<file path="src/vblk_cfg.svh">
`ifndef VBLK_CFG_SVH
`define VBLK_CFG_SVH

// constant register values, magic is "virt" in ascii
`define VBLK_MAGIC       32'h7472_6976
`define VBLK_VERSION     32'h0000_0001
`define VBLK_DEVICE_ID   32'h0000_0002
`define VBLK_VENDOR_ID   32'h554d_4551

// split virtqueue geometry
`define VBLK_QUEUE_NUM   8
`define VBLK_QUEUE_ALIGN 4096
`define VBLK_PAGE_SHIFT  12
`define VBLK_DESC_BYTES  16

// legacy mmio register offsets
`define VBLK_REG_MAGIC              12'h000
`define VBLK_REG_VERSION            12'h004
`define VBLK_REG_DEVICE_ID          12'h008
`define VBLK_REG_VENDOR_ID          12'h00c
`define VBLK_REG_HOST_FEATURES      12'h010
`define VBLK_REG_HOST_FEATURES_SEL  12'h014
`define VBLK_REG_GUEST_FEATURES     12'h020
`define VBLK_REG_GUEST_FEATURES_SEL 12'h024
`define VBLK_REG_GUEST_PAGE_SIZE    12'h028
`define VBLK_REG_QUEUE_SEL          12'h030
`define VBLK_REG_QUEUE_NUM_MAX      12'h034
`define VBLK_REG_QUEUE_ALIGN        12'h03c
`define VBLK_REG_QUEUE_PFN          12'h040
`define VBLK_REG_QUEUE_NOTIFY       12'h050
`define VBLK_REG_INTERRUPT_ACK      12'h064
`define VBLK_REG_STATUS             12'h070

`endif
</file>
<file path="src/vblk_pkg.sv">
package vblk_pkg;

   ////////////////////////////////////////
   // axi4-lite slave port

   typedef struct packed {
      logic [31:0] araddr;
      logic        arvalid;
      logic        rready;
      logic [31:0] awaddr;
      logic        awvalid;
      logic [31:0] wdata;
      logic        wvalid;
      logic        bready;
   } axil_req_t;

   typedef struct packed {
      logic        arready;
      logic [31:0] rdata;
      logic [1:0]  rresp;
      logic        rvalid;
      logic [1:0]  bresp;
      logic        bvalid;
      logic        awready;
      logic        wready;
   } axil_rsp_t;

   ////////////////////////////////////////
   // memory port, pulse in and pulse out

   typedef enum logic {
      MEM_READ  = 1'b0,
      MEM_WRITE = 1'b1
   } mem_mode_e;

   typedef struct packed {
      logic        req;
      mem_mode_e   mode;
      logic [31:0] addr;
      logic [31:0] wdata;
      logic [3:0]  wstrb;
   } mem_req_t;

   typedef struct packed {
      logic        valid;
      logic [31:0] rdata;
   } mem_rsp_t;

   ////////////////////////////////////////
   // block requests and state machines

   typedef enum logic [31:0] {
      T_IN  = 32'd0,
      T_OUT = 32'd1
   } blk_type_e;

   // one walked chain, plus where its used entry goes
   typedef struct packed {
      logic [15:0] head_idx;
      blk_type_e   btype;
      logic [63:0] sector;
      logic [31:0] buf_addr;
      logic [31:0] buf_len;
      logic [31:0] status_addr;
      logic [15:0] used_idx;
      logic [31:0] used_head;
   } blk_req_t;

   typedef enum logic [3:0] {
      IDLE, READ_AVAIL_IDX, READ_HEAD, LOAD_DESC,
      READ_HDR, HANDOFF, WAIT_DONE, IRQ
   } walk_state_e;

   typedef enum logic [2:0] {
      CPL_IDLE, CPL_STATUS, CPL_USED_IDX, CPL_USED_ID, CPL_USED_LEN
   } cpl_state_e;

endpackage

</file>
<file path="src/vblk_top.sv">
`timescale 1ns/1ps

module vblk_top (
   input  logic                clk,
   input  logic                rstn,
   input  vblk_pkg::axil_req_t core_req,
   output vblk_pkg::axil_rsp_t core_rsp,
   output vblk_pkg::mem_req_t  mem_req,
   input  vblk_pkg::mem_rsp_t  mem_rsp,
   output logic                virtio_interrupt
);

   logic               notify;
   logic [31:0]        queue_pfn;
   vblk_pkg::mem_req_t walk_mem;
   vblk_pkg::blk_req_t blk_req;
   logic               req_valid;
   logic               cpl_done;

   ////////////////////////////////////////
   // register file

   mmio_regs mmio_regs_i (
      .clk       (clk),
      .rstn      (rstn),
      .core_req  (core_req),
      .core_rsp  (core_rsp),
      .notify    (notify),
      .queue_pfn (queue_pfn)
   );

   ////////////////////////////////////////
   // queue walk and completion

   vq_walker vq_walker_i (
      .clk              (clk),
      .rstn             (rstn),
      .notify           (notify),
      .queue_pfn        (queue_pfn),
      .walk_mem         (walk_mem),
      .mem_rsp          (mem_rsp),
      .req              (blk_req),
      .req_valid        (req_valid),
      .cpl_done         (cpl_done),
      .virtio_interrupt (virtio_interrupt)
   );

   // owns the memory port, responses fan out to both
   vq_completer vq_completer_i (
      .clk       (clk),
      .rstn      (rstn),
      .walk_mem  (walk_mem),
      .req       (blk_req),
      .req_valid (req_valid),
      .mem_req   (mem_req),
      .mem_rsp   (mem_rsp),
      .cpl_done  (cpl_done)
   );

endmodule

</file>
<file path="src/vq_completer.sv">
`timescale 1ns/1ps
`include "vblk_cfg.svh"

module vq_completer (
   input  logic               clk,
   input  logic               rstn,
   input  vblk_pkg::mem_req_t walk_mem,
   input  vblk_pkg::blk_req_t req,
   input  logic               req_valid,
   output vblk_pkg::mem_req_t mem_req,
   input  vblk_pkg::mem_rsp_t mem_rsp,
   output logic               cpl_done
);

   vblk_pkg::cpl_state_e state;
   vblk_pkg::blk_req_t   cur;
   vblk_pkg::mem_req_t   wr;
   logic        in_flight;
   logic        rsp_ok;
   logic [15:0] prev_idx;
   logic [31:0] slot_addr;

   assign rsp_ok = in_flight && mem_rsp.valid;

   // used element of the entry just walked, id then len
   assign prev_idx  = cur.used_idx - 16'd1;
   assign slot_addr = cur.used_head + 32'd4 + (32'(prev_idx) % `VBLK_QUEUE_NUM) * 8;

   // walker owns the port while no completion runs
   assign mem_req = (state == vblk_pkg::CPL_IDLE) ? walk_mem : wr;

   task automatic issue_write(logic [31:0] addr, logic [31:0] data, logic [3:0] strb);
      wr.req    <= 1'b1;
      wr.mode   <= vblk_pkg::MEM_WRITE;
      wr.addr   <= addr;
      wr.wdata  <= data;
      wr.wstrb  <= strb;
      in_flight <= 1'b1;
   endtask

   always_ff @(posedge clk) begin
      if (rstn) begin
         state     <= vblk_pkg::CPL_IDLE;
         wr.req    <= 1'b0;
         in_flight <= 1'b0;
         cpl_done  <= 1'b0;
      end else begin
         wr.req   <= 1'b0;
         cpl_done <= 1'b0;
         if (rsp_ok) begin
            in_flight <= 1'b0;
         end
         case (state)
            vblk_pkg::CPL_IDLE: begin
               if (req_valid) begin
                  cur <= req;
                  // status OK, one byte lane
                  issue_write({req.status_addr[31:2], 2'b00}, 32'h0,
                              4'b0001 << req.status_addr[1:0]);
                  state <= vblk_pkg::CPL_STATUS;
               end
            end
            vblk_pkg::CPL_STATUS: begin
               if (rsp_ok) begin
                  issue_write(cur.used_head, {16'h0, cur.used_idx}, 4'b0011);
                  state <= vblk_pkg::CPL_USED_IDX;
               end
            end
            vblk_pkg::CPL_USED_IDX: begin
               if (rsp_ok) begin
                  issue_write(slot_addr, {16'h0, cur.head_idx}, 4'b1111);
                  state <= vblk_pkg::CPL_USED_ID;
               end
            end
            vblk_pkg::CPL_USED_ID: begin
               if (rsp_ok) begin
                  // no data moves, so length 0
                  issue_write(slot_addr + 32'd4, 32'h0, 4'b1111);
                  state <= vblk_pkg::CPL_USED_LEN;
               end
            end
            vblk_pkg::CPL_USED_LEN: begin
               if (rsp_ok) begin
                  cpl_done <= 1'b1;
                  state    <= vblk_pkg::CPL_IDLE;
               end
            end
            default: state <= vblk_pkg::CPL_IDLE;
         endcase
      end
   end

endmodule

</file>
<file path="src/vq_walker.sv">
`timescale 1ns/1ps
`include "vblk_cfg.svh"

module vq_walker (
   input  logic               clk,
   input  logic               rstn,
   input  logic               notify,
   input  logic [31:0]        queue_pfn,
   output vblk_pkg::mem_req_t walk_mem,
   input  vblk_pkg::mem_rsp_t mem_rsp,
   output vblk_pkg::blk_req_t req,
   output logic               req_valid,
   input  logic               cpl_done,
   output logic               virtio_interrupt
);

   vblk_pkg::walk_state_e state;
   logic [31:0] desc_head;
   logic [31:0] avail_head;
   logic [31:0] used_head;
   logic [15:0] used_idx;
   logic [15:0] cur_idx;
   logic [31:0] cur_addr;
   logic [1:0]  desc_n;
   logic [1:0]  word_n;
   logic        in_flight;
   logic        half_hi;
   logic        rsp_ok;
   logic [15:0] rsp_half;
   logic [31:0] next_off;

   // ring layout from the pfn
   assign desc_head  = queue_pfn << `VBLK_PAGE_SHIFT;
   assign avail_head = desc_head + `VBLK_QUEUE_NUM * `VBLK_DESC_BYTES;
   assign used_head  = (avail_head + `VBLK_QUEUE_ALIGN - 1) & ~(`VBLK_QUEUE_ALIGN - 1);

   assign rsp_ok   = in_flight && mem_rsp.valid;
   assign rsp_half = half_hi ? mem_rsp.rdata[31:16] : mem_rsp.rdata[15:0];
   // descriptor and header words sit at +0, +8, +12
   assign next_off = (word_n == 2'd0) ? 32'd8 : 32'd12;

   assign req_valid        = (state == vblk_pkg::HANDOFF);
   assign virtio_interrupt = (state == vblk_pkg::IRQ);

   function automatic logic [31:0] desc_addr(logic [15:0] idx);
      desc_addr = desc_head + (32'(idx) % `VBLK_QUEUE_NUM) * `VBLK_DESC_BYTES;
   endfunction

   // word read, the half select follows bit 1 of the field address
   task automatic issue_read(logic [31:0] addr);
      walk_mem.req   <= 1'b1;
      walk_mem.mode  <= vblk_pkg::MEM_READ;
      walk_mem.addr  <= {addr[31:2], 2'b00};
      walk_mem.wdata <= 32'h0;
      walk_mem.wstrb <= 4'h0;
      in_flight      <= 1'b1;
      half_hi        <= addr[1];
   endtask

   always_ff @(posedge clk) begin
      if (rstn) begin
         state        <= vblk_pkg::IDLE;
         walk_mem.req <= 1'b0;
         in_flight    <= 1'b0;
         used_idx     <= 16'h0;
      end else begin
         walk_mem.req <= 1'b0;
         if (rsp_ok) begin
            in_flight <= 1'b0;
         end
         case (state)
            vblk_pkg::IDLE: begin
               if (notify) begin
                  issue_read(avail_head + 32'd2);
                  state <= vblk_pkg::READ_AVAIL_IDX;
               end
            end
            vblk_pkg::READ_AVAIL_IDX: begin
               if (rsp_ok) begin
                  if (rsp_half != used_idx) begin
                     issue_read(avail_head + 32'd4 + (32'(used_idx) % `VBLK_QUEUE_NUM) * 2);
                     used_idx <= used_idx + 16'd1;
                     state    <= vblk_pkg::READ_HEAD;
                  end else begin
                     state <= vblk_pkg::IRQ;
                  end
               end
            end
            vblk_pkg::READ_HEAD: begin
               if (rsp_ok) begin
                  req.head_idx  <= rsp_half;
                  req.used_idx  <= used_idx;
                  req.used_head <= used_head;
                  cur_idx       <= rsp_half;
                  desc_n        <= 2'd0;
                  word_n        <= 2'd0;
                  issue_read(desc_addr(rsp_half));
                  state <= vblk_pkg::LOAD_DESC;
               end
            end
            vblk_pkg::LOAD_DESC: begin
               if (rsp_ok) begin
                  word_n <= word_n + 2'd1;
                  case (word_n)
                     2'd0: begin
                        cur_addr <= mem_rsp.rdata;
                        if (desc_n == 2'd1) begin
                           req.buf_addr <= mem_rsp.rdata;
                        end
                        if (desc_n == 2'd2) begin
                           req.status_addr <= mem_rsp.rdata;
                        end
                     end
                     2'd1: begin
                        if (desc_n == 2'd1) begin
                           req.buf_len <= mem_rsp.rdata;
                        end
                     end
                     default: begin
                        // next field, high half of the word at +12
                        cur_idx <= mem_rsp.rdata[31:16];
                     end
                  endcase
                  if (word_n != 2'd2) begin
                     issue_read(desc_addr(cur_idx) + next_off);
                  end else begin
                     word_n <= 2'd0;
                     case (desc_n)
                        2'd0: begin
                           issue_read(cur_addr);
                           state <= vblk_pkg::READ_HDR;
                        end
                        2'd1: begin
                           desc_n <= 2'd2;
                           issue_read(desc_addr(mem_rsp.rdata[31:16]));
                        end
                        default: state <= vblk_pkg::HANDOFF;
                     endcase
                  end
               end
            end
            vblk_pkg::READ_HDR: begin
               if (rsp_ok) begin
                  word_n <= word_n + 2'd1;
                  case (word_n)
                     2'd0:    req.btype         <= vblk_pkg::blk_type_e'(mem_rsp.rdata);
                     2'd1:    req.sector[31:0]  <= mem_rsp.rdata;
                     default: req.sector[63:32] <= mem_rsp.rdata;
                  endcase
                  if (word_n != 2'd2) begin
                     issue_read(cur_addr + next_off);
                  end else begin
                     word_n <= 2'd0;
                     desc_n <= 2'd1;
                     issue_read(desc_addr(cur_idx));
                     state <= vblk_pkg::LOAD_DESC;
                  end
               end
            end
            vblk_pkg::HANDOFF: state <= vblk_pkg::WAIT_DONE;
            vblk_pkg::WAIT_DONE: begin
               // recheck the avail index for entries added meanwhile
               if (cpl_done) begin
                  issue_read(avail_head + 32'd2);
                  state <= vblk_pkg::READ_AVAIL_IDX;
               end
            end
            default: state <= vblk_pkg::IDLE;
         endcase
      end
   end

endmodule

</file>
<file path="src/mmio_regs.sv">
`timescale 1ns/1ps
`include "vblk_cfg.svh"

module mmio_regs (
   input  logic                clk,
   input  logic                rstn,
   input  vblk_pkg::axil_req_t core_req,
   output vblk_pkg::axil_rsp_t core_rsp,
   output logic                notify,
   output logic [31:0]         queue_pfn
);

   logic        arready;
   logic        rvalid;
   logic [31:0] rdata;
   logic        awready;
   logic        wready;
   logic        bvalid;
   logic [11:0] wr_off;
   logic [31:0] wr_data;
   logic [31:0] host_features_sel;
   logic [31:0] queue_sel;
   logic [31:0] device_status;
   logic [31:0] rd_val;
   logic        commit;

   // both halves taken, response not yet out
   assign commit = !awready && !wready && !bvalid;

   always_comb begin
      case (core_req.araddr[11:0])
         `VBLK_REG_MAGIC:             rd_val = `VBLK_MAGIC;
         `VBLK_REG_VERSION:           rd_val = `VBLK_VERSION;
         `VBLK_REG_DEVICE_ID:         rd_val = `VBLK_DEVICE_ID;
         `VBLK_REG_VENDOR_ID:         rd_val = `VBLK_VENDOR_ID;
         `VBLK_REG_HOST_FEATURES:     rd_val = 32'h0;
         `VBLK_REG_HOST_FEATURES_SEL: rd_val = host_features_sel;
         `VBLK_REG_QUEUE_NUM_MAX:     rd_val = (queue_sel == 32'h0) ? `VBLK_QUEUE_NUM : 32'h0;
         `VBLK_REG_QUEUE_PFN:         rd_val = queue_pfn;
         `VBLK_REG_STATUS:            rd_val = device_status;
         default:                     rd_val = 32'h0;
      endcase
   end

   ////////////////////////////////////////
   // read channel

   always_ff @(posedge clk) begin
      if (rstn) begin
         arready <= 1'b1;
         rvalid  <= 1'b0;
      end else if (rvalid) begin
         if (core_req.rready) begin
            rvalid  <= 1'b0;
            arready <= 1'b1;
         end
      end else if (arready && core_req.arvalid) begin
         arready <= 1'b0;
         rvalid  <= 1'b1;
      end
   end

   always_ff @(posedge clk) begin
      if (arready && core_req.arvalid) begin
         rdata <= rd_val;
      end
      if (awready && core_req.awvalid) begin
         wr_off <= core_req.awaddr[11:0];
      end
      if (wready && core_req.wvalid) begin
         wr_data <= core_req.wdata;
      end
   end

   ////////////////////////////////////////
   // write channels

   always_ff @(posedge clk) begin
      if (rstn) begin
         awready           <= 1'b1;
         wready            <= 1'b1;
         bvalid            <= 1'b0;
         notify            <= 1'b0;
         host_features_sel <= 32'h0;
         queue_sel         <= 32'h0;
         queue_pfn         <= 32'h0;
         device_status     <= 32'h0;
      end else begin
         notify <= 1'b0;
         if (awready && core_req.awvalid) begin
            awready <= 1'b0;
         end
         if (wready && core_req.wvalid) begin
            wready <= 1'b0;
         end
         if (commit) begin
            bvalid <= 1'b1;
            notify <= (wr_off == `VBLK_REG_QUEUE_NOTIFY);
            case (wr_off)
               `VBLK_REG_HOST_FEATURES_SEL: host_features_sel <= wr_data;
               `VBLK_REG_QUEUE_SEL:         queue_sel         <= wr_data;
               `VBLK_REG_QUEUE_PFN:         queue_pfn         <= wr_data;
               `VBLK_REG_STATUS:            device_status     <= wr_data;
               // taken, but nothing here depends on them
               `VBLK_REG_GUEST_FEATURES, `VBLK_REG_GUEST_FEATURES_SEL,
               `VBLK_REG_GUEST_PAGE_SIZE, `VBLK_REG_QUEUE_ALIGN,
               `VBLK_REG_QUEUE_NOTIFY, `VBLK_REG_INTERRUPT_ACK: ;
               default: ;
            endcase
         end
         if (bvalid && core_req.bready) begin
            bvalid  <= 1'b0;
            awready <= 1'b1;
            wready  <= 1'b1;
         end
      end
   end

   assign core_rsp = '{
      arready: arready,
      rdata:   rdata,
      rresp:   2'b00,
      rvalid:  rvalid,
      bresp:   2'b00,
      bvalid:  bvalid,
      awready: awready,
      wready:  wready
   };

endmodule

</file>
<file path="config.mk">
export PLATFORM = sky130hd
export DESIGN_NAME = vblk_top
export DESIGN_NICKNAME = d
export VERILOG_FILES = /design/src/vblk_pkg.sv /design/src/vblk_top.sv /design/src/vq_completer.sv /design/src/vq_walker.sv /design/src/mmio_regs.sv
export VERILOG_INCLUDE_DIRS = /design/src /design/src/src
export SDC_FILE = /design/constraint.sdc
export NUM_CORES = 1
export LEC_CHECK = 0
export BUFFER_PORTS_ARGS = -buffer_cell sky130_fd_sc_hd__buf_2
export CAP_MARGIN = 20
export CORE_MARGIN = 5
export CORE_UTILIZATION = 40
export CTS_CLUSTER_SIZE = 24
export DETAILED_ROUTE_END_ITERATION = 6
export SYNTH_ARGS = -nofsm -noshare
export SYNTH_HDL_FRONTEND = slang
export SYNTH_SLANG_ARGS = --single-unit
</file>
<file path="constraint.sdc">
create_clock -name clk -period 5.95 [get_ports clk]
set_input_delay 0.595 -clock clk [delete_from_list [all_inputs] [get_ports clk]]
set_output_delay 0.595 -clock clk [all_outputs]
set_load 0.02 [all_outputs]
</file>
==> results of run 1 <==
==> layout make-up <==
type                       count  area [sq um]
fill                        4587         26900
sequential                   493         13200
multi-input combinational   1087          6590
clock buffer                  81          1500
timing repair buffer         210          1120
tap                          672           841
inverter                      47           176
clock inverter                12           105
==> per-layer routing <==
layer / share of wire (%) / track usage, % / up-vias
met5: 0 / 0 / -
met4: 3.4 / 6.37 / 0
met3: 6.3 / 3.56 / 111
met2: 50 / 31.7 / 450
met1: 40 / 22.4 / 6855
li1: - / - / 6619
==> path summary, 6_finish.rpt <==
kind         slack [ps]  cells past startpoint                  endpoint
max                2370                      6  vq_walker_i.walk_mem[62]
min reg2reg         420                      0    vq_completer_i.cur[25]
min                 160                      1     mmio_regs_i.wr_off[2]
max reg2reg        2370                      6  vq_walker_i.walk_mem[62]
==> state kept, by name (all words and copies together) (netlist names), 2 cells and up <==
| register | flops |
|---|---|
| mmio_regs_i.queue_pfn | 32 |
| vq_walker_i.state | 3 |
| mmio_regs_i.wr_data | 32 |
| mmio_regs_i.wr_off | 12 |
| vq_walker_i.req | 84 |
| vq_walker_i.used_idx | 16 |
| vq_walker_i.cur_addr | 31 |
| mmio_regs_i.device_status | 32 |
| vq_completer_i.wr | 52 |
| vq_walker_i.cur_idx | 3 |
| mmio_regs_i.rdata | 32 |
| vq_walker_i.desc_n | 2 |
| vq_completer_i.cur | 52 |
| vq_walker_i.word_n | 2 |
| vq_completer_i.state | 3 |
| mmio_regs_i.queue_sel | 32 |
| vq_walker_i.walk_mem | 31 |
| mmio_regs_i.host_features_sel | 32 |
==> power groups by stage <==
| stage | clock (mW) | sequential (mW) | combinational [mW] |
|---|---|---|---|
| 2_1_floorplan | 0 | 3.79 | 0.146 |
| 3_3_place_gp | 0 | 3.80 | 0.249 |
| 3_5_place_dp | 0 | 3.80 | 0.252 |
| 4_1_cts | 3.12 | 3.73 | 0.253 |
| 5_1_grt | 3.25 | 3.73 | 0.266 |
| 6_report | 3.04 | 3.73 | 0.249 |
==> cells by family after synthesis <==
group,share of synthesized area (%)
buffers and inverters,4.07
adder cells (fa/ha/maj),0.612
multiplexers,4.46
AO/OA/AOI/OAI,11.0
AND/OR/NAND/NOR,13.4
XOR/XNOR,1.97
flip-flops,64.5
other,0.0183
==> cell usage after synthesis (3+ instances only) <==
master    number  area [sq um]
edfxtp_1     332          9970
buf_6          4          45.0
nor2b_1       27           169
a211o_1        4          35.0
buf_1          5          18.8
a22oi_1       17           128
a22o_1        38           333
nor4b_1        4          35.0
o22ai_1        5          31.3
buf_4         29           218
dfxtp_1      161          3220
mux2_2        37           417
a222oi_1      21           210
or4_1         13          97.6
xnor2_1       22           193
xor2_1        24           210
ha_1          10           125
or3b_2         3          26.3
a211oi_1       5          37.5
o211ai_1       5          37.5
nor2_1        96           360
inv_1         46           173
o21ai_0       43           215
nand2b_1       3          18.8
buf_2          8          40.0
and3_1        20           125
nor4_2         3          37.5
and2_1        10          62.6
a221o_1        7          70.1
nand4_1       21           131
mux2i_1       38           380
a21oi_1      144           721
nor4_1        22           138
a21o_1        10          75.1
clkbuf_1      85           319
o21a_1         3          22.5
nand3_1       42           210
mux2_4         6          90.1
nor3_1        20           100
a31oi_1        7          43.8
or3_1          7          43.8
o31ai_1       10          75.1
nand2_1      276          1040
==> key figures, run 1 <==
Detailed routing
  – DRT Wirelength: 52.9 mm
  – Drt drc: 5
  – DR WL/cell: a little over 20 microns
  – Antenna-violating nets left: 0
  – DR pass1 iterations: 7
  – DR iter-0 viols: ~1,000
  – Vias/cell: roughly 5.4
  – Vias: between 10,000 and 15,000

Worst setup path
  – Worst Setup Start Kind: register
  – Critical Path AT: 3900 ps
  – Setup CP Type: reg -> reg
  – Crit path max-delay family: flip-flops
  – Start of the worst register-to-register path: vq_walker_i.half_hi
  – Critical path's slowest cell: edfxtp_1
  – WP buf/inv: 0
  – Worst path cell trace: mux2_2 > xor2_1 > nor4_2 > nand4_1 > a21oi_1 > a31oi_1
  – Crit-path max FO: 16
  – Req. time, crit path: 6270 ps
  – Critical Path Source: vq_walker_i.half_hi
  – CP peak stage delay: 1000 ps
  – Crit end category: register

STA
  – PnR worst setup slack: about 2400 ps
  – Maximum clock rate: 0.279 GHz
  – Final Hold Viols: 0
  – Final Cycle Share: between 60% and 70%
  – Slew @ Worst Pin: roughly 1100 ps
  – Final Max Slew Viols: 0
  – Setup TNS: 0 ps
  – Tmin final: around 3600 ps
  – WHS: around 160 ps
  – Max-slew headroom: between 20% and 30%
  – Final setup violation count: 0
  – Skew final: ~17 ps
  – RSZ-0062 raised after global routing: no

Run status
  – Status: finished, violations left
  – Failing checks: design-rule violations

Clock network
  – Clock buffer count from CTS: 50
  – Postcts setup bufs: 0
  – Clock buffer depth: 3
  – PostCTS Resize Cnt: 0
  – CTS hold repair buffers: 0
  – CTS tree: done
  – # H-tree levels: 2
  – Reg clk slew, reported paths: approximately 60 ps
  – Clk_lat worst skew: about 600 ps
  – Clock Sinks: 493
  – Clk root buf: clkbuf_16

Pwr
  – Sw Ratio: 21.7%
  – Register share of total power: ~53%
  – Internal power: approximately 5.5 mW
  – Maximum VDD drop: 0.203 mV
  – Logic pwr share: ~3.5%
  – Switching pwr: about 1.5 mW
  – Pleak: ~8.5 nW
  – Power consumption: 7.02 mW
  – Clock share of power: a little over two fifths
  – Power per cell area: approximately 300 nW/um^2

Floorplanning
  – Die height: 236 microns
  – DIE AREA: around 56,000 sq um
  – Ports: 248
  – Core area: approximately 50,000 sq um
  – Rows: 82
  – Starting density of the core: between 40% and 50%
  – Die span in x: between 200 and 250 microns

Flow run
  – Maxcap violations: 0

Synthesis
  – Syn Area/Cell: 11.8 sq um
  – Mapped Cells: approximately 1,700
  – Top FF cell, synth: edfxtp_1
  – Mapped cell area: 20,500 sq um
  – Async S/R FF share, synth: 0%
  – Ys Warns: 0
  – Post-synth EDFFs: around 330
  – Sequential area share after synthesis: between 60 and 70%
  – Flop and latch count out of synthesis: 493
  – Synth cell types: 77

Min path
  – Worst Hold Class: in -> reg
  – Hold Startpoint: core_req[37]

Finish
  – Synthesis-to-layout area growth: 15.0%
  – Post-route cell area: approximately 24,000 sq um
  – Diode count: 0
  – Most frequent cells in the layout: 332 x edfxtp_1, 276 x nand2_1, 184 x buf_2
  – Final nets: 2,035
  – Most common cell after layout, fill and taps aside: edfxtp_1
  – Finished Layout Cells: ~2,600
  – Share of post-route cells with drive strength above 1: between 10% and 20%
  – Final core occ: 46.7%

Placement
  – DP Wirelength: between 30 and 40 mm
  – PortBufs: approximately 190
  – DP Worst Slack: between 2000 and 2500 ps
  – Gpl congestion: about 0.85
  – Placed cell area: 21,900 sq um
  – Inst Count DP: between 2,000 and 3,000

GRT
  – Total global routing overflow: 0
  – Antenna violations before repair: 0
  – Vias in the first global route: between 10,000 and 15,000
  – Global Route Usage Sum: between 15 and 20%
  – Wire length of the first global-routing pass: around 80 mm
  – Largest net degree at the start of global routing: between 100 and 150
(Power assumes the default switching activity.)
==> run 2: changes to the inputs <==
==> constraint.sdc (replaced) <==
create_clock -name clk -period 3.7 [get_ports clk]
set_input_delay 0.37 -clock clk [delete_from_list [all_inputs] [get_ports clk]]
set_output_delay 0.37 -clock clk [all_outputs]
set_load 0.02 [all_outputs]
==> run 2 against run 1 <==
Compared with the run above:
- via count rose by 2.7%
- sequential cell count stayed put
- critical endpoint is now vq_walker_i.walk_mem[52]
- first-iteration DRC count is 43% higher
- the flow now finishes without violations
- sequential power rose by 61%
- sequential share of layout area shrank 1.8 points
- wire length is 2.6% higher
- cell count is 2.7% higher
- final area is 3.3% higher
==> key figures, run 2 (synthesized netlist as in run 1, its figures left out) <==
STA
  – Slew @ Worst Pin: 959 ps (-154 ps)
  – Maximum clock rate: 0.309 GHz (+11%)
  – Final Max Slew Viols: 0 (unchanged)
  – Setup TNS: 0 ps (unchanged)
  – Final setup violation count: 0 (unchanged)
  – RSZ-0062 raised after global routing: no
  – Final Cycle Share: 87.6% (+27 points)
  – WHS: 24.7 ps (-140 ps)
  – Skew final: 13.8 ps (-3.32 ps)
  – Max-slew headroom: 36.1% (+10 points)
  – Tmin final: 3240 ps (-344 ps)
  – Final Hold Viols: 0 (unchanged)

Detailed routing
  – DR pass1 iterations: 6 (-1)
  – DR WL/cell: 20.3 microns (-0.12%)
  – DR iter-0 viols: 1,499 (+43%)
  – Vias: 14,400 (+2.7%)
  – Antenna-violating nets left: 0 (unchanged)
  – DRT Wirelength: 54.3 mm (+2.6%)
  – Drt drc: 0 (-5)
  – Vias/cell: 5.39 (about the same)

Clock network
  – Clk_lat worst skew: 600 ps (about the same)
  – Clock buffer depth: 3 (unchanged)
  – Reg clk slew, reported paths: 60 ps (about the same)
  – Postcts setup bufs: 0 (unchanged)
  – PostCTS Resize Cnt: 0 (unchanged)
  – Clock buffer count from CTS: 51 (+2.0%)
  – # H-tree levels: 2 (unchanged)
  – Clk root buf: clkbuf_16
  – Clock Sinks: 493 (unchanged)
  – CTS tree: done

Finish
  – Final core occ: 48.2% (+1.5 points)
  – Max reg flops: 84 (unchanged)
  – Share of post-route cells with drive strength above 1: 18.6% (+0.071 points)
  – Synthesis-to-layout area growth: 18.8%
  – Final nets: 2,101 (+3.2%)
  – Most common cell after layout, fill and taps aside: edfxtp_1
  – Reg with most FFs: vq_walker_i.req
  – Biggest regs: vq_walker_i.req (84), vq_completer_i.cur (52), vq_completer_i.wr (52)
  – Sequential cell area: 13,200 sq um (unchanged)
  – Area of the multi-input gates: 6590 sq um (about the same)
  – Fillers: 4,417 (-3.7%)
  – Most frequent cells in the layout: 332 x edfxtp_1, 276 x nand2_1, 184 x buf_2

Min path
  – Worst Hold Class: in -> reg

Pwr
  – Maximum VDD drop: 0.417 mV (+110%)
  – Sw Ratio: 21.6% (-0.10 points)
  – Switching pwr: 2.49 mW (+64%)
  – Power consumption: 11.6 mW (+65%)
  – Clock share of power: 44.2% (+0.8 points)
  – Pleak: 8.80 nW (+4.0%)
  – Internal power: 9.06 mW (+65%)
  – Logic pwr share: 3.9% (+0.4 points)
  – Register share of total power: 51.9% (-1.2 points)
  – Power per cell area: 476 nW/um^2 (+59%)

Floorplanning
  – Ports: 248 (unchanged)
  – Core area: 50,400 sq um (unchanged)
  – Die height: 236 microns (unchanged)
  – Starting density of the core: 40.6% (unchanged)
  – DIE AREA: 55,800 sq um (unchanged)
  – Rows: 82 (unchanged)
  – Die span in x: 236 microns (unchanged)

Worst setup path
  – R2R Setup Slk: 460 ps (-1910 ps)
  – Critical path's slowest cell: edfxtp_1
  – Worst Setup Start Kind: register
  – Setup CP Type: reg -> reg
  – Crit end category: register
  – Crit-path max FO: 32 (+16)
  – CP peak stage delay: 560 ps (-440 ps)
  – Crit path max-delay family: simple AND/OR/NAND/NOR gates
  – Worst path cell trace: buf_4 > mux2_2 > xor2_1 > nor4_2 > and4_4 > o21ai_2 > a221o_1
  – Req. time, crit path: 4050 ps (-2220 ps)
  – WP buf/inv: 1 (+1)
  – Critical Path AT: 3590 ps (-310 ps)

GRT
  – Wire length of the first global-routing pass: 83.2 mm (+4.2%)
  – Largest net degree at the start of global routing: 135 (+25%)
  – Total global routing overflow: 0 (unchanged)
  – Global Route Usage Sum: 18.9% (+0.79 points)
  – Vias in the first global route: 14,000 (+2.6%)
  – Antenna violations before repair: 1 (+1)

Run status
  – Status: complete, no violations

Placement
  – Gpl congestion: 0.853 (-0.15%)
  – PortBufs: 185 (unchanged)
  – DP Wirelength: 35.3 mm (+0.56%)

Flow run
  – Maxcap violations: 0 (unchanged)
-- run 2: timing repair --
action                                  in CTS  in global routing
endpoints found under the setup margin       0                  0
hold endpoints to repair                    63                  0
hold buffers                                56                  0
-- run 2: power by group through the flow --
stage / clock network (mW) / registers, mW / logic (mW)
floorplan: 0 / 6.10 / 0.239
global placement: 0 / 6.11 / 0.399
detailed placement: 0 / 6.11 / 0.402
CTS: 5.22 / 6.00 / 0.449
global route: 5.46 / 6.00 / 0.481
finish: 5.11 / 6.00 / 0.449
-- run 2: metal layers --
| layer | GRT usage, % | share of wire, % |
|---|---|---|
| met1 | 26.1 | 44 |
| met2 | 30.1 | 46 |
| met3 | 3.70 | 7.1 |
| met4 | 6.32 | 3.3 |
| met5 | 0 | 0 |
-- run 2: worst paths after layout --
kind	cells past startpoint	start	endpoint
hold reg to reg	0	vq_walker_i.req[31]	vq_completer_i.cur[31]
hold / removal	1	mem_rsp[11]	vq_walker_i.cur_addr[11]
setup / recovery	7	vq_walker_i.half_hi	vq_walker_i.walk_mem[52]
setup reg to reg	7	vq_walker_i.half_hi	vq_walker_i.walk_mem[52]
-- run 2: through the flow --
stage	cells	instance area [sq um]	setup WS [ps]
after detailed placement	2518	22000	475
after global routing	2670	24300	246
final	2672	24300	460
after CTS	2670	24300	469
after floorplan	1759	20600	24.7
after global placement	2518	22000	549
-- run 2: final cells by class --
| cell class | count | share of cell area [%] |
|---|---|---|
| Timing Repair Buffer | 275 | 7.39 |
| Clock buffer | 78 | 6.19 |
| Clock inverter | 18 | 0.757 |
| Tap cell | 672 | 3.46 |
| Sequential cell | 493 | 54.3 |
| Antenna cell | 2 | 0.0206 |
| Inverter | 47 | 0.726 |
| Multi-Input combinational cell | 1087 | 27.1 |
